==> src/include/psram_ctrl_macros.svh <==
`ifndef PSRAM_CTRL_MACROS_SVH
`define PSRAM_CTRL_MACROS_SVH

// Host side widths
`define PSRAM_DATA_W      32
`define PSRAM_ADDR_W      32

// OPI bus width
`define PSRAM_BYTE_W      8

// Device geometry
`define PSRAM_MEM_WORDS   1024
`define PSRAM_REG_COUNT   4

// Bus timing in clk cycles
`define PSRAM_LATENCY     5   // Read dummy cycles
`define PSRAM_CSHI        3   // Minimum CS high between transactions

`define PSRAM_CMD_MEM_RD  8'h20
`define PSRAM_CMD_MEM_WR  8'hA0
`define PSRAM_CMD_REG_RD  8'h40
`define PSRAM_CMD_REG_WR  8'hC0

`endif

==> src/rtl/axil_pkg.sv <==
`default_nettype none

`include "psram_ctrl_macros.svh"

package axil_pkg;

   typedef enum logic [1:0] {
      AXIL_OKAY   = 2'd0,
      AXIL_SLVERR = 2'd2,
      AXIL_DECERR = 2'd3
   } axil_resp_e;

   // Host driven side
   typedef struct packed {
      logic                        awvalid;
      logic [`PSRAM_ADDR_W-1:0]    awaddr;
      logic                        wvalid;
      logic [`PSRAM_DATA_W-1:0]    wdata;
      logic [`PSRAM_DATA_W/8-1:0]  wstrb;
      logic                        bready;
      logic                        arvalid;
      logic [`PSRAM_ADDR_W-1:0]    araddr;
      logic                        rready;
   } axil_req_t;

   typedef struct packed {
      logic                        awready;
      logic                        wready;
      logic                        bvalid;
      axil_resp_e                  bresp;
      logic                        arready;
      logic                        rvalid;
      logic [`PSRAM_DATA_W-1:0]    rdata;
      axil_resp_e                  rresp;
   } axil_rsp_t;

endpackage

`default_nettype wire

==> src/rtl/opi_pkg.sv <==
`default_nettype none

`include "psram_ctrl_macros.svh"

package opi_pkg;

   localparam int OFF_W      = $clog2(`PSRAM_DATA_W / 8);
   localparam int WIDX_W     = $clog2(`PSRAM_MEM_WORDS);
   localparam int RIDX_W     = $clog2(`PSRAM_REG_COUNT);
   localparam int MEM_RSVD_W = `PSRAM_ADDR_W - 1 - WIDX_W - OFF_W;
   localparam int CFG_RSVD_W = `PSRAM_ADDR_W - 1 - RIDX_W;

   // Memory array view of a host address
   typedef struct packed {
      logic                    target;   // 0 here
      logic [MEM_RSVD_W-1:0]   rsvd;
      logic [WIDX_W-1:0]       word_idx;
      logic [OFF_W-1:0]        byte_off;
   } opi_mem_addr_t;

   // Config register view, no byte lane
   typedef struct packed {
      logic                    target;   // 1 here
      logic [CFG_RSVD_W-1:0]   rsvd;
      logic [RIDX_W-1:0]       reg_idx;
   } opi_cfg_addr_t;

   typedef union packed {
      opi_mem_addr_t mem;
      opi_cfg_addr_t cfg;
   } opi_addr_u;

   typedef struct packed {
      logic                        wr;
      logic [`PSRAM_BYTE_W-1:0]    cmd_byte;
      logic [`PSRAM_ADDR_W-1:0]    addr;
      logic [`PSRAM_DATA_W-1:0]    wdata;
   } opi_cmd_t;

   typedef struct packed {
      logic                        ce_n;
      logic                        ck_en;
      logic [`PSRAM_BYTE_W-1:0]    dq_out;
      logic                        dq_oe;
      logic                        sample;   // Input byte of this cycle is read data
   } opi_slot_t;

   typedef struct packed {
      logic                        ce_n;
      logic                        ck_en;
      logic [`PSRAM_BYTE_W-1:0]    dq_out;
      logic                        dq_oe;
   } opi_pins_t;

endpackage

`default_nettype wire

==> src/rtl/axil_port.sv <==
`timescale 1ns/1ps
`default_nettype none

`include "psram_ctrl_macros.svh"

module axil_port (
   input  logic                      clk,
   input  logic                      rst,
   input  axil_pkg::axil_req_t       axil_req,
   output axil_pkg::axil_rsp_t       axil_rsp,
   output opi_pkg::opi_cmd_t         cmd,
   output logic                      cmd_valid,
   input  logic                      cmd_ready,
   input  logic                      wr_done,
   input  logic [`PSRAM_DATA_W-1:0]  rd_word,
   input  logic                      rd_valid
);
   import axil_pkg::*;
   import opi_pkg::*;

   typedef enum logic [1:0] {S_IDLE, S_ISSUE, S_WAIT, S_RESP} state_e;

   state_e                    state;
   logic                      wr_q;      // Current transaction is a write
   logic                      aw_go;
   logic                      ar_go;
   opi_addr_u                 addr_u;
   logic                      tgt_cfg;
   logic                      slv_err;
   logic                      dec_err;
   axil_resp_e                err_resp;
   logic [`PSRAM_BYTE_W-1:0]  cmd_byte;
   logic [`PSRAM_ADDR_W-1:0]  dev_addr;
   logic                      bvalid_q;
   axil_resp_e                bresp_q;
   logic                      rvalid_q;
   logic [`PSRAM_DATA_W-1:0]  rdata_q;
   axil_resp_e                rresp_q;

   // AW and W taken together, write before read
   assign aw_go = (state == S_IDLE) && axil_req.awvalid && axil_req.wvalid;
   assign ar_go = (state == S_IDLE) && axil_req.arvalid &&
                  !(axil_req.awvalid && axil_req.wvalid);

   always_comb begin
      addr_u  = aw_go ? axil_req.awaddr : axil_req.araddr;
      tgt_cfg = addr_u.mem.target;
      // Alignment only matters for the memory array
      slv_err = (!tgt_cfg && addr_u.mem.byte_off != '0) ||
                (aw_go && axil_req.wstrb != '1);
      if (tgt_cfg) begin
         dec_err  = {addr_u.cfg.rsvd, addr_u.cfg.reg_idx} >= `PSRAM_REG_COUNT;
         dev_addr = `PSRAM_ADDR_W'(addr_u.cfg.reg_idx);
         cmd_byte = aw_go ? `PSRAM_CMD_REG_WR : `PSRAM_CMD_REG_RD;
      end else begin
         dec_err  = {addr_u.mem.rsvd, addr_u.mem.word_idx} >= `PSRAM_MEM_WORDS;
         dev_addr = `PSRAM_ADDR_W'(addr_u.mem.word_idx);
         cmd_byte = aw_go ? `PSRAM_CMD_MEM_WR : `PSRAM_CMD_MEM_RD;
      end
      if (slv_err)
         err_resp = AXIL_SLVERR;
      else if (dec_err)
         err_resp = AXIL_DECERR;
      else
         err_resp = AXIL_OKAY;
   end

   always_ff @(posedge clk) begin
      if (rst) begin
         state     <= S_IDLE;
         wr_q      <= 1'b0;
         cmd_valid <= 1'b0;
         bvalid_q  <= 1'b0;
         rvalid_q  <= 1'b0;
      end else begin
         case (state)
            S_IDLE: if (aw_go || ar_go) begin
               wr_q <= aw_go;
               if (slv_err || dec_err) begin   // Answered without bus traffic
                  bvalid_q <= aw_go;
                  rvalid_q <= ar_go;
                  state    <= S_RESP;
               end else begin
                  cmd_valid <= 1'b1;
                  state     <= S_ISSUE;
               end
            end
            S_ISSUE: if (cmd_ready) begin
               cmd_valid <= 1'b0;
               state     <= S_WAIT;
            end
            S_WAIT: begin
               if (wr_q && wr_done) begin
                  bvalid_q <= 1'b1;
                  state    <= S_RESP;
               end else if (!wr_q && rd_valid) begin
                  rvalid_q <= 1'b1;
                  state    <= S_RESP;
               end
            end
            default: if ((bvalid_q && axil_req.bready) || (rvalid_q && axil_req.rready)) begin
               bvalid_q <= 1'b0;
               rvalid_q <= 1'b0;
               state    <= S_IDLE;
            end
         endcase
      end
   end

   always_ff @(posedge clk) begin
      if (aw_go || ar_go) begin
         cmd <= '{wr: aw_go, cmd_byte: cmd_byte, addr: dev_addr, wdata: axil_req.wdata};
         if (aw_go) begin
            bresp_q <= err_resp;
         end else begin
            rresp_q <= err_resp;
            rdata_q <= '0;
         end
      end else if (state == S_WAIT && !wr_q && rd_valid) begin
         rdata_q <= rd_word;
      end
   end

   assign axil_rsp = '{awready: aw_go, wready: aw_go, bvalid: bvalid_q, bresp: bresp_q,
                       arready: ar_go, rvalid: rvalid_q, rdata: rdata_q, rresp: rresp_q};

   // Responses held steady under back-pressure
   a_b_hold: assert property (@(posedge clk) disable iff (rst)
      bvalid_q && !axil_req.bready |=> bvalid_q && $stable(bresp_q));
   a_r_hold: assert property (@(posedge clk) disable iff (rst)
      rvalid_q && !axil_req.rready |=> rvalid_q && $stable(rdata_q) && $stable(rresp_q));

endmodule

`default_nettype wire

==> src/rtl/opi_sequencer.sv <==
`timescale 1ns/1ps
`default_nettype none

`include "psram_ctrl_macros.svh"

module opi_sequencer (
   input  logic               clk,
   input  logic               rst,
   input  opi_pkg::opi_cmd_t  cmd,
   input  logic               cmd_valid,
   output logic               cmd_ready,
   output opi_pkg::opi_slot_t slot,
   output logic               wr_done
);
   import opi_pkg::*;

   localparam int SH_W       = `PSRAM_BYTE_W + `PSRAM_ADDR_W + `PSRAM_DATA_W;
   localparam int ADDR_BYTES = `PSRAM_ADDR_W / `PSRAM_BYTE_W;
   localparam int DATA_BYTES = `PSRAM_DATA_W / `PSRAM_BYTE_W;
   localparam int CNT_W      = $clog2(`PSRAM_LATENCY + `PSRAM_CSHI + DATA_BYTES);
   localparam opi_slot_t SLOT_IDLE = '{ce_n: 1'b1, ck_en: 1'b0, dq_out: '0,
                                       dq_oe: 1'b0, sample: 1'b0};

   typedef enum logic [2:0] {S_IDLE, S_CMD, S_ADDR, S_LAT, S_DATA, S_GAP} state_e;

   state_e            state;
   logic [CNT_W-1:0]  cnt;        // Cycle within current phase
   logic [CNT_W-1:0]  cnt_lim;
   logic              cnt_last;
   logic              wr_q;
   logic [SH_W-1:0]   sh;         // Command, address and write data, MSB out first

   always_comb begin
      case (state)
         S_ADDR:  cnt_lim = CNT_W'(ADDR_BYTES - 1);
         S_LAT:   cnt_lim = CNT_W'(`PSRAM_LATENCY - 1);
         S_DATA:  cnt_lim = CNT_W'(DATA_BYTES - 1);
         S_GAP:   cnt_lim = CNT_W'(`PSRAM_CSHI - 1);
         default: cnt_lim = '0;
      endcase
   end

   assign cnt_last  = (cnt == cnt_lim);
   assign cmd_ready = (state == S_IDLE);
   assign wr_done   = (state == S_DATA) && wr_q && cnt_last;

   always_ff @(posedge clk) begin
      if (rst) begin
         state <= S_IDLE;
         cnt   <= '0;
         wr_q  <= 1'b0;
      end else if (state == S_IDLE) begin
         if (cmd_valid) begin
            wr_q  <= cmd.wr;
            state <= S_CMD;
         end
      end else if (!cnt_last) begin
         cnt <= cnt + 1'b1;
      end else begin
         cnt <= '0;
         case (state)
            S_CMD:   state <= S_ADDR;
            S_ADDR:  state <= wr_q ? S_DATA : S_LAT;   // Writes have no latency
            S_LAT:   state <= S_DATA;
            S_DATA:  state <= S_GAP;
            default: state <= S_IDLE;
         endcase
      end
   end

   always_ff @(posedge clk) begin
      if (state == S_IDLE && cmd_valid)
         sh <= {cmd.cmd_byte, cmd.addr, cmd.wdata};
      else if (state == S_CMD || state == S_ADDR || state == S_DATA)
         sh <= {sh[SH_W-`PSRAM_BYTE_W-1:0], {`PSRAM_BYTE_W{1'b0}}};
   end

   always_comb begin
      slot = SLOT_IDLE;
      case (state)
         S_CMD, S_ADDR: begin
            slot.ce_n   = 1'b0;
            slot.ck_en  = 1'b1;
            slot.dq_out = sh[SH_W-1 -: `PSRAM_BYTE_W];
            slot.dq_oe  = 1'b1;
         end
         S_LAT: begin   // Dummy cycles, bus released
            slot.ce_n  = 1'b0;
            slot.ck_en = 1'b1;
         end
         S_DATA: begin
            slot.ce_n  = 1'b0;
            slot.ck_en = 1'b1;
            if (wr_q) begin
               slot.dq_out = sh[SH_W-1 -: `PSRAM_BYTE_W];
               slot.dq_oe  = 1'b1;
            end else begin
               slot.sample = 1'b1;
            end
         end
         default: ;
      endcase
   end

   // No drive in a sample slot or in the slot after it, when the device replies
   a_no_contention: assert property (@(posedge clk) disable iff (rst)
      slot.dq_oe |-> !slot.sample && !$past(slot.sample));

endmodule

`default_nettype wire

==> src/rtl/opi_io.sv <==
`timescale 1ns/1ps
`default_nettype none

`include "psram_ctrl_macros.svh"

module opi_io (
   input  logic                      clk,
   input  logic                      rst,
   input  opi_pkg::opi_slot_t        slot,
   output opi_pkg::opi_pins_t        pins,
   input  logic [`PSRAM_BYTE_W-1:0]  dq_in,
   output logic [`PSRAM_DATA_W-1:0]  rd_word,
   output logic                      rd_valid
);
   import opi_pkg::*;

   localparam int HOLD_W  = `PSRAM_DATA_W - `PSRAM_BYTE_W;
   localparam int NBYTES  = `PSRAM_DATA_W / `PSRAM_BYTE_W;
   localparam int BCNT_W  = $clog2(NBYTES);
   localparam opi_pins_t PINS_IDLE = '{ce_n: 1'b1, ck_en: 1'b0, dq_out: '0, dq_oe: 1'b0};

   logic               sample_q;   // Aligned with pins
   logic               sample_d;   // Aligned with device data
   logic [BCNT_W-1:0]  byte_cnt;
   logic [HOLD_W-1:0]  rd_hold;    // Earlier bytes of the word

   always_ff @(posedge clk) begin
      if (rst) begin
         pins     <= PINS_IDLE;
         sample_q <= 1'b0;
         sample_d <= 1'b0;
         byte_cnt <= '0;
      end else begin
         pins     <= '{ce_n: slot.ce_n, ck_en: slot.ck_en, dq_out: slot.dq_out,
                       dq_oe: slot.dq_oe};
         sample_q <= slot.sample;
         sample_d <= sample_q;   // Device answers one pin cycle later
         if (sample_d)
            byte_cnt <= byte_cnt + 1'b1;
      end
   end

   always_ff @(posedge clk) begin
      if (sample_d)
         rd_hold <= {rd_hold[HOLD_W-`PSRAM_BYTE_W-1:0], dq_in};
   end

   // Last byte goes straight from the pins into the word
   assign rd_word  = {rd_hold, dq_in};
   assign rd_valid = sample_d && (byte_cnt == BCNT_W'(NBYTES - 1));

   // Final byte lands one cycle after the last clocked pin cycle
   a_rd_in_window: assert property (@(posedge clk) disable iff (rst)
      rd_valid |-> $past(!pins.ce_n));

endmodule

`default_nettype wire

==> src/rtl/psram_ctrl_top.sv <==
`timescale 1ns/1ps
`default_nettype none

`include "psram_ctrl_macros.svh"

module psram_ctrl_top (
   input  logic                      clk,
   input  logic                      rst,
   input  axil_pkg::axil_req_t       axil_req,
   output axil_pkg::axil_rsp_t       axil_rsp,
   output opi_pkg::opi_pins_t        pins,
   input  logic [`PSRAM_BYTE_W-1:0]  dq_in
);
   import opi_pkg::*;

   opi_cmd_t                  cmd;
   logic                      cmd_valid;
   logic                      cmd_ready;
   opi_slot_t                 slot;       // One bus cycle ahead of the pins
   logic                      wr_done;
   logic [`PSRAM_DATA_W-1:0]  rd_word;
   logic                      rd_valid;

   axil_port axil_port_inst (
      .clk       (clk),
      .rst       (rst),
      .axil_req  (axil_req),
      .axil_rsp  (axil_rsp),
      .cmd       (cmd),
      .cmd_valid (cmd_valid),
      .cmd_ready (cmd_ready),
      .wr_done   (wr_done),
      .rd_word   (rd_word),
      .rd_valid  (rd_valid)
   );

   opi_sequencer opi_sequencer_inst (
      .clk       (clk),
      .rst       (rst),
      .cmd       (cmd),
      .cmd_valid (cmd_valid),
      .cmd_ready (cmd_ready),
      .slot      (slot),
      .wr_done   (wr_done)
   );

   opi_io opi_io_inst (
      .clk       (clk),
      .rst       (rst),
      .slot      (slot),
      .pins      (pins),
      .dq_in     (dq_in),
      .rd_word   (rd_word),
      .rd_valid  (rd_valid)
   );

endmodule

`default_nettype wire

==> config.mk <==
export PLATFORM = sky130hd
export DESIGN_NAME = psram_ctrl_top
export DESIGN_NICKNAME = d
export VERILOG_FILES = /design/src/rtl/axil_pkg.sv /design/src/rtl/opi_pkg.sv /design/src/rtl/axil_port.sv /design/src/rtl/opi_sequencer.sv /design/src/rtl/opi_io.sv /design/src/rtl/psram_ctrl_top.sv
export VERILOG_INCLUDE_DIRS = /design/src /design/src/include
export SDC_FILE = /design/constraint.sdc
export NUM_CORES = 1
export LEC_CHECK = 0
export ABC_AREA = 1
export BUFFER_PORTS_ARGS = -buffer_cell sky130_fd_sc_hd__buf_2
export CELL_PAD_IN_SITES_DETAIL_PLACEMENT = 0
export CELL_PAD_IN_SITES_GLOBAL_PLACEMENT = 2
export CORE_MARGIN = 2
export CORE_UTILIZATION = 35
export DETAILED_ROUTE_END_ITERATION = 6
export GPL_TIMING_DRIVEN = 0
export PLACE_DENSITY = 0.84
export SETUP_SLACK_MARGIN = 0.4
export SLEW_MARGIN = 20
export SYNTH_ARGS = -nofsm -noshare
export SYNTH_HDL_FRONTEND = slang
export SYNTH_SLANG_ARGS = --single-unit
==> constraint.sdc <==
create_clock -name clk -period 4.3 [get_ports clk]
set_clock_uncertainty 0.05 [all_clocks]
set_input_delay 0.43 -clock clk [delete_from_list [all_inputs] [get_ports clk]]
set_output_delay 0.43 -clock clk [all_outputs]
set_load 0.02 [all_outputs]
; Word level (Yosys, flattened, before mapping)
; Cells that the tools add are included.
[op_classes]
n_addsub = 2
n_lt_le_gt_ge = 2
eq_ne = 20
muxes = 45
bitwise = 3
reduce_logical = 49
[ops]
columns = operator, n
row1 = $mux W72, 2
row2 = $mux W32, 4
row3 = $ge A31 B3 Y1 const B, 1
row4 = $ge A29 B11 Y1 const B, 1
row5 = $mux W8, 3
row6 = $mux W2, 10
row7 = $pmux W9 S2, 1
row8 = $logic_and A1 B1 Y1, 17
row9 = $mux W1, 13
row10 = $mux W3, 4
row11 = $pmux W3 S4, 1
row12 = $reduce_and A2 Y1, 6
row13 = $ne A2 B2 Y1 const B, 5
row14 = $reduce_bool A2 Y1, 5
row15 = $mux W9, 1
row16 = $pmux W3 S3, 1
row17 = $ne A2 B1 Y1 const B, 4
row18 = $reduce_and A4 Y1, 2
row19 = $eq A3 B2 Y1 const B, 2
row20 = $eq A3 B3 Y1 const B, 2
row21 = $logic_or A1 B1 Y1, 6
row22 = $pmux W1 S3, 2
row23 = $pmux W2 S3, 1
row24 = $reduce_and A6 Y1, 1
row25 = 19 further kinds, 26
[totals]
reg_bits = 234
output_inout_bits = 52
word_cells = 146

; Logic depth before layout (Yosys ltp)
; Gate-level depths: netlist (run 1).
[logic_depth]
depth_word = 11
mapped_depth = 16
mapped_depth_nobuf = 15

; Modules after synthesis
; From an unflattened synthesis (run 1), not the netlist that was laid out.
[hier_totals]
hier_cells = 738
area_unflattened_um2 = 8882.3
[by_module_without_submodules]
columns = mod, instances, cells_each, area_per_inst_um2, seq_area_each_um2
row1 = axil_port, 1, 392, 4012.6, 2552.4
row2 = opi_sequencer, 1, 260, 3623.5, 2322.2
row3 = opi_io, 1, 86, 1246.2, 1021.0

; Worst setup path before layout (run 1)
; No wires, ideal clock.
[synth_timing]
path_kind = reg-to-reg
startpoint = register opi_sequencer_inst.state[0]
endpoint = register opi_sequencer_inst.sh[0] (enable)
setup_ns = 0.925
t_arrival_ns = 2.731
setup_slack_ns = 0.594
stages_incl_launch_ff = 8
path_buffers = 2
synth_period_minus_slack_ns = 3.706
cell_sequence = dfxtp_1 nor2_2 inv_1 nor2_1 nand2_1 buf_2 buf_2 nand3_1
[synth_via]
elab_chain_len = 4
word_cells_on_any_way = 8
classes_between = 3 x eq/ne / 5 x reduce/logical
[synth_lines]
columns = item, line
row1 = from (decl), opi_sequencer.sv:26  ; state_e state;
row2 = from (signal assigned), opi_sequencer.sv:63  ; S_ADDR: state <= wr_q ? S_DATA : S_LAT;
row3 = $eq A3 B1 Y1 or $eq A3 B2 Y1 (tied branches), opi_sequencer.sv:74  ; else if (state == S_CMD || state == S_ADDR || state == S_DATA)
row4 = $logic_or A1 B1 Y1 (2 in series), opi_sequencer.sv:74
row5 = $reduce_bool A2 Y1 (no source line) (*), -
row6 = to (signal assigned), opi_sequencer.sv:73  ; sh <= {cmd.cmd_byte, cmd.addr, cmd.wdata};
row7 = to (signal assigned), opi_sequencer.sv:75  ; sh <= {sh[SH_W-`PSRAM_BYTE_W-1:0], {`PSRAM_BYTE_W{1'b0}}};
row8 = to (decl), opi_sequencer.sv:31  ; logic [SH_W-1:0] sh;
; Mark *: on every way between the ends. The rest lies on a longest branch, timed or not.
; A chain may end at the register's enable or synchronous reset.

; Worst setup path in the final report (run 1)
[layout_timing]
startpoint = register opi_sequencer_inst.state[0]
endpoint = register opi_sequencer_inst.sh[66] (enable)
; The elaborated chain is that of the path after synthesis.

==> results of run 1 <==
-- path summary, 6_finish.rpt --
kind                                                  start  slack (ns)                         to  cells past startpoint
worst min register to register         opi_io_inst.sample_q        0.35       opi_io_inst.sample_d                      2
worst min-delay path                           axil_req[40]        0.05      axil_port_inst.cmd[1]                      1
worst max-delay path            opi_sequencer_inst.state[0]        1.52  opi_sequencer_inst.sh[66]                      8
worst max register to register  opi_sequencer_inst.state[0]        1.52  opi_sequencer_inst.sh[66]                      8
-- cell families after synthesis --
group | synth area share, %
buf+inv | 7.58
fa+ha+maj | 0.899
simple gates | 17.7
flops | 70.6
compound gates | 2.97
xor+xnor | 0.315
-- state kept, by name, summed over array words and instances, names as in the netlist --
| name | cells |
|---|---|
| axil_port_inst.cmd | 45 |
| opi_sequencer_inst.state | 3 |
| axil_port_inst.rvalid_q | 1 |
| axil_port_inst.rdata_q | 32 |
| axil_port_inst.bresp_q | 2 |
| opi_io_inst.pins | 11 |
| opi_io_inst.sample_d | 1 |
| opi_io_inst.rd_hold | 24 |
| axil_port_inst.rresp_q | 2 |
| axil_port_inst.cmd_valid | 1 |
| opi_sequencer_inst.wr_q | 1 |
| opi_sequencer_inst.cnt | 4 |
| opi_io_inst.sample_q | 1 |
| axil_port_inst.wr_q | 1 |
| axil_port_inst.bvalid_q | 1 |
| opi_sequencer_inst.sh | 72 |
| opi_io_inst.byte_cnt | 2 |
| axil_port_inst.state | 2 |
-- critical path, delay by kind of cell (launching register included) --
family,cells,cell delay (ns)
AND/OR/NAND/NOR,4,1.12
buffers and inverters,4,0.88
flip-flops,1,0.37
-- power groups by stage --
stage	registers, mW	clock network, mW	logic (mW)
after global placement	3.40	0	1.72
after floorplan	3.46	0	1.10
after global routing	3.36	2.06	2.08
after CTS	3.30	1.99	1.86
final	3.29	1.94	1.81
after detailed placement	3.33	0	1.84
-- area by class of cell --
| type | instances | share of cell area [%] |
|---|---|---|
| repair buffers | 170 | 8.92 |
| clock buffers | 26 | 5.61 |
| clock inverters | 16 | 1.54 |
| flip-flops and latches | 206 | 56.4 |
| multi-input cells | 404 | 17.6 |
| diodes | 3 | 0.0718 |
| well taps | 319 | 3.82 |
| inverters | 124 | 4.50 |
| plain buffers | 26 | 1.57 |
-- per-layer routing --
layer	GRT usage (%)	share of wire [%]	vias to the layer above
met5	0	0	-
met1	18.7	44	2490
met4	4.59	3.0	0
li1	-	-	2837
met3	2.56	4.3	32
met2	23.6	49	109
-- placed cells by master (no fill, tap or decap), types with 7 or more instances in the layout --
master,Yosys,routed
sky130_fd_sc_hd__clkbuf_16,0,23
sky130_fd_sc_hd__nand2_1,218,217
sky130_fd_sc_hd__nand3_1,21,20
sky130_fd_sc_hd__a21oi_1,14,14
sky130_fd_sc_hd__edfxtp_1,177,177
sky130_fd_sc_hd__dfxtp_1,29,28
sky130_fd_sc_hd__clkinv_1,2,7
sky130_fd_sc_hd__buf_2,10,177
sky130_fd_sc_hd__inv_1,119,119
sky130_fd_sc_hd__nor2_1,91,91
==> results.txt, run 1 <==
- Data required time at the worst endpoint: approximately 4.4 ns
- During placement, the flow inserted port buffers numbering ~170.
* Die Width: 158 um
- TritonCTS built the clock tree.
* Number of distinct library cells after synthesis: 40
- Global routing finished with a remaining overflow of 0.
- Multi-input gate area: about 1800 um^2
- Standard cell area after detailed placement: 9700 um^2
- Wire per inst: 13.6 um
- Portion of the clock cycle consumed by the worst path in the final layout: between 60% and 70%
* Power share of the combinational group: 25.7%
- The share of synthesized area in the top cell type comes to between 60% and 70%.
- Cells with a size suffix above 1 make up 25.8% of the layout.
* PwrDens: 674 nW/um^2
- In this run the deepest clock path goes through 3 buffers.
- Share of total power in the clock network: between 20% and 30%
* Cell type of the slowest stage on the worst timing path: sky130_fd_sc_hd__dfxtp_1
* Cell row count: 56
- Tot Pwr: just over 7 mW
- Pin count of the biggest net entering global routing: 52
* Pin slew with the least headroom to its limit: 0.769 ns
- Number of H-tree levels: 1
- For this block, the via count after detailed routing is 5,468.
* Type of the tightest min-delay check: input port to register
- The largest single stage delay on the critical path is 0.37 ns.
- The layout has 2,238 filler cells.
* Setup repair after global routing missed its margin: no
- In this run, synthesis produced a sequential element count of between 200 and 250.
- Net switching is 31.1% of the power.
- In this run the mean area of a mapped cell was 11.0 um^2.
- Post-Layout Cell Count: ~1,300
* Final hold vios: 0
- Startpoint types: register
* Synthesized cell area: around 8400 um^2
- Ports: 167
- Psw: 2.19 mW
* Critical path type: register to register
- Clk_lat worst skew: 0.50 ns
- Synthesis produced a netlist with a net count of 881.
- Wire length of the first global-routing pass: around 27,000 um
* Maximum ir drop on the vdd rail: 0.000297 V
- Sequential elements use 70.6% of the synthesized area.
* Number of detailed-routing iterations run before antenna repair: 4
* Final-layout setup total negative slack: 0 ns
- Maximum fanout encountered on the critical timing path: 51
* Yosys warnings: 0
- Before CTS, the worst setup slack after placement is 1.43 ns.
- The number of antenna violations at the first check in global routing is 3.
* Root buffer selected by CTS: sky130_fd_sc_hd__clkbuf_16
* CTS Hold Buffers Added: 0
- Core footprint: roughly 23,000 um^2
- Cell type with the highest aggregate area in the netlist: sky130_fd_sc_hd__edfxtp_1
- Result of the run: finished, final reports clean
* Final worst path period need: 2.78 ns
- Number of enable-type register cells in the synthesized netlist: about 180
- Total DRC errors in the routed layout: 0
* Half-perimeter wire length after detailed placement: 12,400 um
- Vias in the first global route: 5,229
* Starting Density: 35.6%
* Part of the power in registers: 46.7%
* Peak clock frequency supported by timing: between 300 and 400 MHz
- CTS buffer count: 23
- Mean number of vias per cell: 4.23
- Global routing used 14.1% of the available tracks.
- Primary flip-flop cell chosen by synthesis mapping: sky130_fd_sc_hd__edfxtp_1
- Max Cap Viol: 0
- Total Wirelength: 17,600 um
- Final core occ: 44.6%
- Reg area: a little under 6000 um^2
* Setup ws final: 1.52 ns
- The cell that appears most often on the critical path is sky130_fd_sc_hd__buf_2.
- Design internal power: 4.86 mW
- Leakage: 4.75 nW
- Number of clock sinks: 206
- Clock-pin slew was measured on the worst setup and hold paths at 0.06 ns.
- Number of instances in the placed design: 1,249
- Once layout is done, the placed cells without fillers occupy 10,500 um^2.
- The critical path goes through nor2_2 -> inv_1 -> nor2_1 -> nand2_1 -> buf_2 -> buf_2 -> nand3_4 -> buf_16.
- Most common cell in the netlist: sky130_fd_sc_hd__nand2_1
- In the synthesized netlist, the cells that appear most often are 218 x sky130_fd_sc_hd__nand2_1, 177 x sky130_fd_sc_hd__edfxtp_1, 119 x sky130_fd_sc_hd__inv_1.
- In the synthesized netlist the async set-or-reset flop fraction comes to 0%.
* Worst Setup End Kind: register
* Die area: between 20,000 and 30,000 um^2
- In the post-synthesis netlist, the biggest area contributors are sky130_fd_sc_hd__edfxtp_1 64%, sky130_fd_sc_hd__nand2_1 9.8%, sky130_fd_sc_hd__dfxtp_1 6.9%.
- The tightest hold path in the finished design has a slack of roughly 0.046 ns.
- The die is ~160 um tall.
- For the worst setup path, the data arrival time is 2.92 ns.
- The cell count after synthesis came out at 760.
- Number of gates resized after cts: 0
- Layout net count: 1,076
- The final count of pins violating max slew is 0.
* Starting DRT DRC Count: roughly 480
* RD Place Congestion: 0.793
* Final antenna-violating net count: 0
- Max_slew headroom: about half
- Synthesis-to-layout area growth: 25.2%
* Count of endpoints failing setup in the final report: 0
- Post-CTS setup-driven buffer insertion count: 0
Note: power is estimated with default switching activity, not from simulation.
==> run 2, diff against run 1 <==
clock period = 2.7 ns   (was 4.3 ns; I/O delays follow)
==> results.txt, run 2 (synthesized netlist as in run 1, its figures left out) <==
* Result of the run: finished, final reports clean
* Number of diodes added for antenna fixing: 0
- Entering global routing, the biggest net connects between 50 and 60 pins.
- Worst Setup End Kind: output pin
- Root buffer selected by CTS: sky130_fd_sc_hd__clkbuf_16
- CTS buffer count: 24
- For this run, the detailed router's first-pass iteration total came to 5.
- After detailed routing, the number of remaining DRC violations is 0.
- Data on the critical path is required at its endpoint by between 2 and 2.5 ns.
* Final hold vios: 0
* CP most frequent cell: sky130_fd_sc_hd__buf_6
- Peak clock frequency supported by timing: between 400 and 500 MHz
- Final-layout setup total negative slack: 0 ns
- Number of antenna violations at the first check in global routing: 0
* Number of buffers between clock root and the deepest sink: 3
- The die covers 25,100 um^2.
* Max-slew violation total from the final report: 0
- In this run the worst hold path is classified as input port to register.
- Mean number of vias per cell: 4.30
- In the global route stage, overall resource usage came out at 14.7%.
* Max Cap Viol: 0
- Number of H-tree levels: 1
* Leakage: ~5.1 nW
- The signal on the critical path passes through inv_2 -> ha_1 -> buf_6 -> inv_4 -> nor2_4 -> buf_6 -> buf_4 -> buf_2.
* Vias in the first global route: 5,508
- The area growth from synthesis to layout is 33.3%.
* Most used cells in the layout excluding fill and tap cells: 216 x sky130_fd_sc_hd__nand2_1, 177 x sky130_fd_sc_hd__buf_2, 177 x sky130_fd_sc_hd__edfxtp_1
- The initial utilization of the core area, before any placement, comes to 35.6%.
- TritonCTS built the clock tree.
- Clk_lat worst skew: 0.50 ns
- Registers with the most flip-flops: opi_sequencer_inst.sh x72, axil_port_inst.cmd x45, axil_port_inst.rdata_q x32
- Overall via count from detail_route: 5,790
- Core footprint: 23,500 um^2
- Number of instances on the worst hold path: 2
- Placement-stage worst setup slack: -0.309 ns
- Fraction of layout cells with a size suffix above 1: 27.5%
- Dividing the final minimum period by the clock period gives 81.2%.
* Ports: 167
- Total Wirelength: 18,600 um
* Max_slew headroom: 50.1%
- Ranked by flip-flop count, first place goes to opi_sequencer_inst.sh.
- Summed over all layers, the global routing overflow is 0.
* Wire length of the first global-routing pass: about 28,000 um
- During placement, the flow inserted port buffers numbering ~170.
- Count of endpoints failing setup in the final report: 0
- Wire per inst: 13.8 um
- Highest cell delay on the worst timing path: 0.36 ns
* FF-to-FF path depth: 13
- Setup repair after global routing missed its margin: no
- The detailed router finished its first iteration with 339 violations.
- Once layout is complete, the utilization of the core stands at 47.5%.
- Final antenna-violating net count: 0
- RD Place Congestion: 0.813
- Hold timing on the final database bottoms out at a slack of 0.0165 ns.
* Clock slew seen by the registers of the worst setup and hold paths: 0.06 ns
- Setup ws final: ~0.51 ns
- STA classifies the critical path startpoint as a register.
* Post-Layout Cell Count: 1,348
- Cell type of the slowest stage on the worst timing path: sky130_fd_sc_hd__dfxtp_4
- Flip-flop count of the largest register after layout: 72
- For the pin with the worst max-slew slack, the measured transition is roughly 0.75 ns.
- Once placement completed, the tool counted placed cells totaling between 1,000 and 1,500.
- Counting every sink on the clock net gives 206.
- Maximum ir drop on the vdd rail: slightly above 0.0005 V
- After the last flow step, the layout net total stands at 1,132.
- Die Width: roughly 160 um
* Half-perimeter wire length after detailed placement: 12,400 um
- Maximum fanout encountered on the critical timing path: 7
- For this design the ratio of total power to cell area is around 1000 nW/um^2.
- Fill cells in the final layout number around 2,200.
- Critical Path AT: 1.87 ns
- The initialized floorplan defines 56 standard-cell rows.
* Setup slack of the most critical reg-to-reg path: 0.53 ns
- From bottom edge to top edge, the die measures 158 um.
- The library cell used most frequently in the layout, excluding fill and tap cells, is sky130_fd_sc_hd__nand2_1.
* Critical path type: register to output pin
- Final worst path period need: approximately 2.2 ns
## run 2: cell count changes in the layout (fill, tap and decap cells not counted), sizes merged
cell / delta
nand3: +4
buf: +10
diode: -3
dlygate4sd3: +40
clkbuf: +4
bufinv: -1
## run 2: path summary, 6_finish.rpt
path,start,end
worst min register to register,opi_io_inst.sample_q,opi_io_inst.sample_d
worst max-delay path,axil_port_inst.state[0],axil_rsp[39]
worst max register to register,axil_port_inst.state[0],axil_port_inst.rresp_q[1]
worst min-delay path,rst,opi_io_inst.pins[0]
## run 2: metrics by stage
step / power [mW] / area, um^2
6_report: 11.6 / 11100
5_1_grt: 12.4 / 11100
4_1_cts: 11.5 / 10900
3_5_place_dp: 8.15 / 9600
3_3_place_gp: 8.10 / 9600
2_1_floorplan: 7.22 / 8370
## run 2: cell type report
type	count	area [um^2]	area share, %
Tap cell	319	399	3.58
Multi-Input combinational cell	408	1960	17.6
Clock buffer	29	641	5.75
Sequential cell	206	5900	53.0
Timing Repair Buffer	221	1430	12.8
Inverter	124	470	4.22
Clock inverter	15	143	1.28
Buffer	26	194	1.74
## run 2: report_power, final
group / internal (mW) / switching, mW / leakage, nW
clock network: 1.90 / 1.24 / 0.387
logic: 1.16 / 2.10 / 2.76
registers: 4.95 / 0.292 / 1.91
total: 8.01 / 3.64 / 5.06
## run 2: repair_timing
item | in CTS | in global routing
setup buffers | 1 | 11
cloned | 4 | 3
hold buffers | 40 | 0
resized for setup | 13 | 19
setup endpoints to repair | 183 | 186
pin swaps | 2 | 6
hold endpoints to repair | 40 | 0
## run 2: metal layers
metal / vias to the layer above / wire length, um / GRT usage [%] / share of wire (%)
met1: 2698 / 8300 / 18.9 / 45
met2: 99 / 9250 / 25.6 / 50
met4: 0 / 451 / 4.68 / 2.4
met5: - / 0 / 0 / 0
li1: 2959 / - / - / -
met3: 34 / 618 / 2.31 / 3.3
## run 2: critical path: cells and delay by family, from the launching register on
family	cells	cell delay, ns
adder cells (fa/ha/maj)	1	0.15
buffers and inverters	6	0.70
flip-flops	1	0.36
AND/OR/NAND/NOR	1	0.17
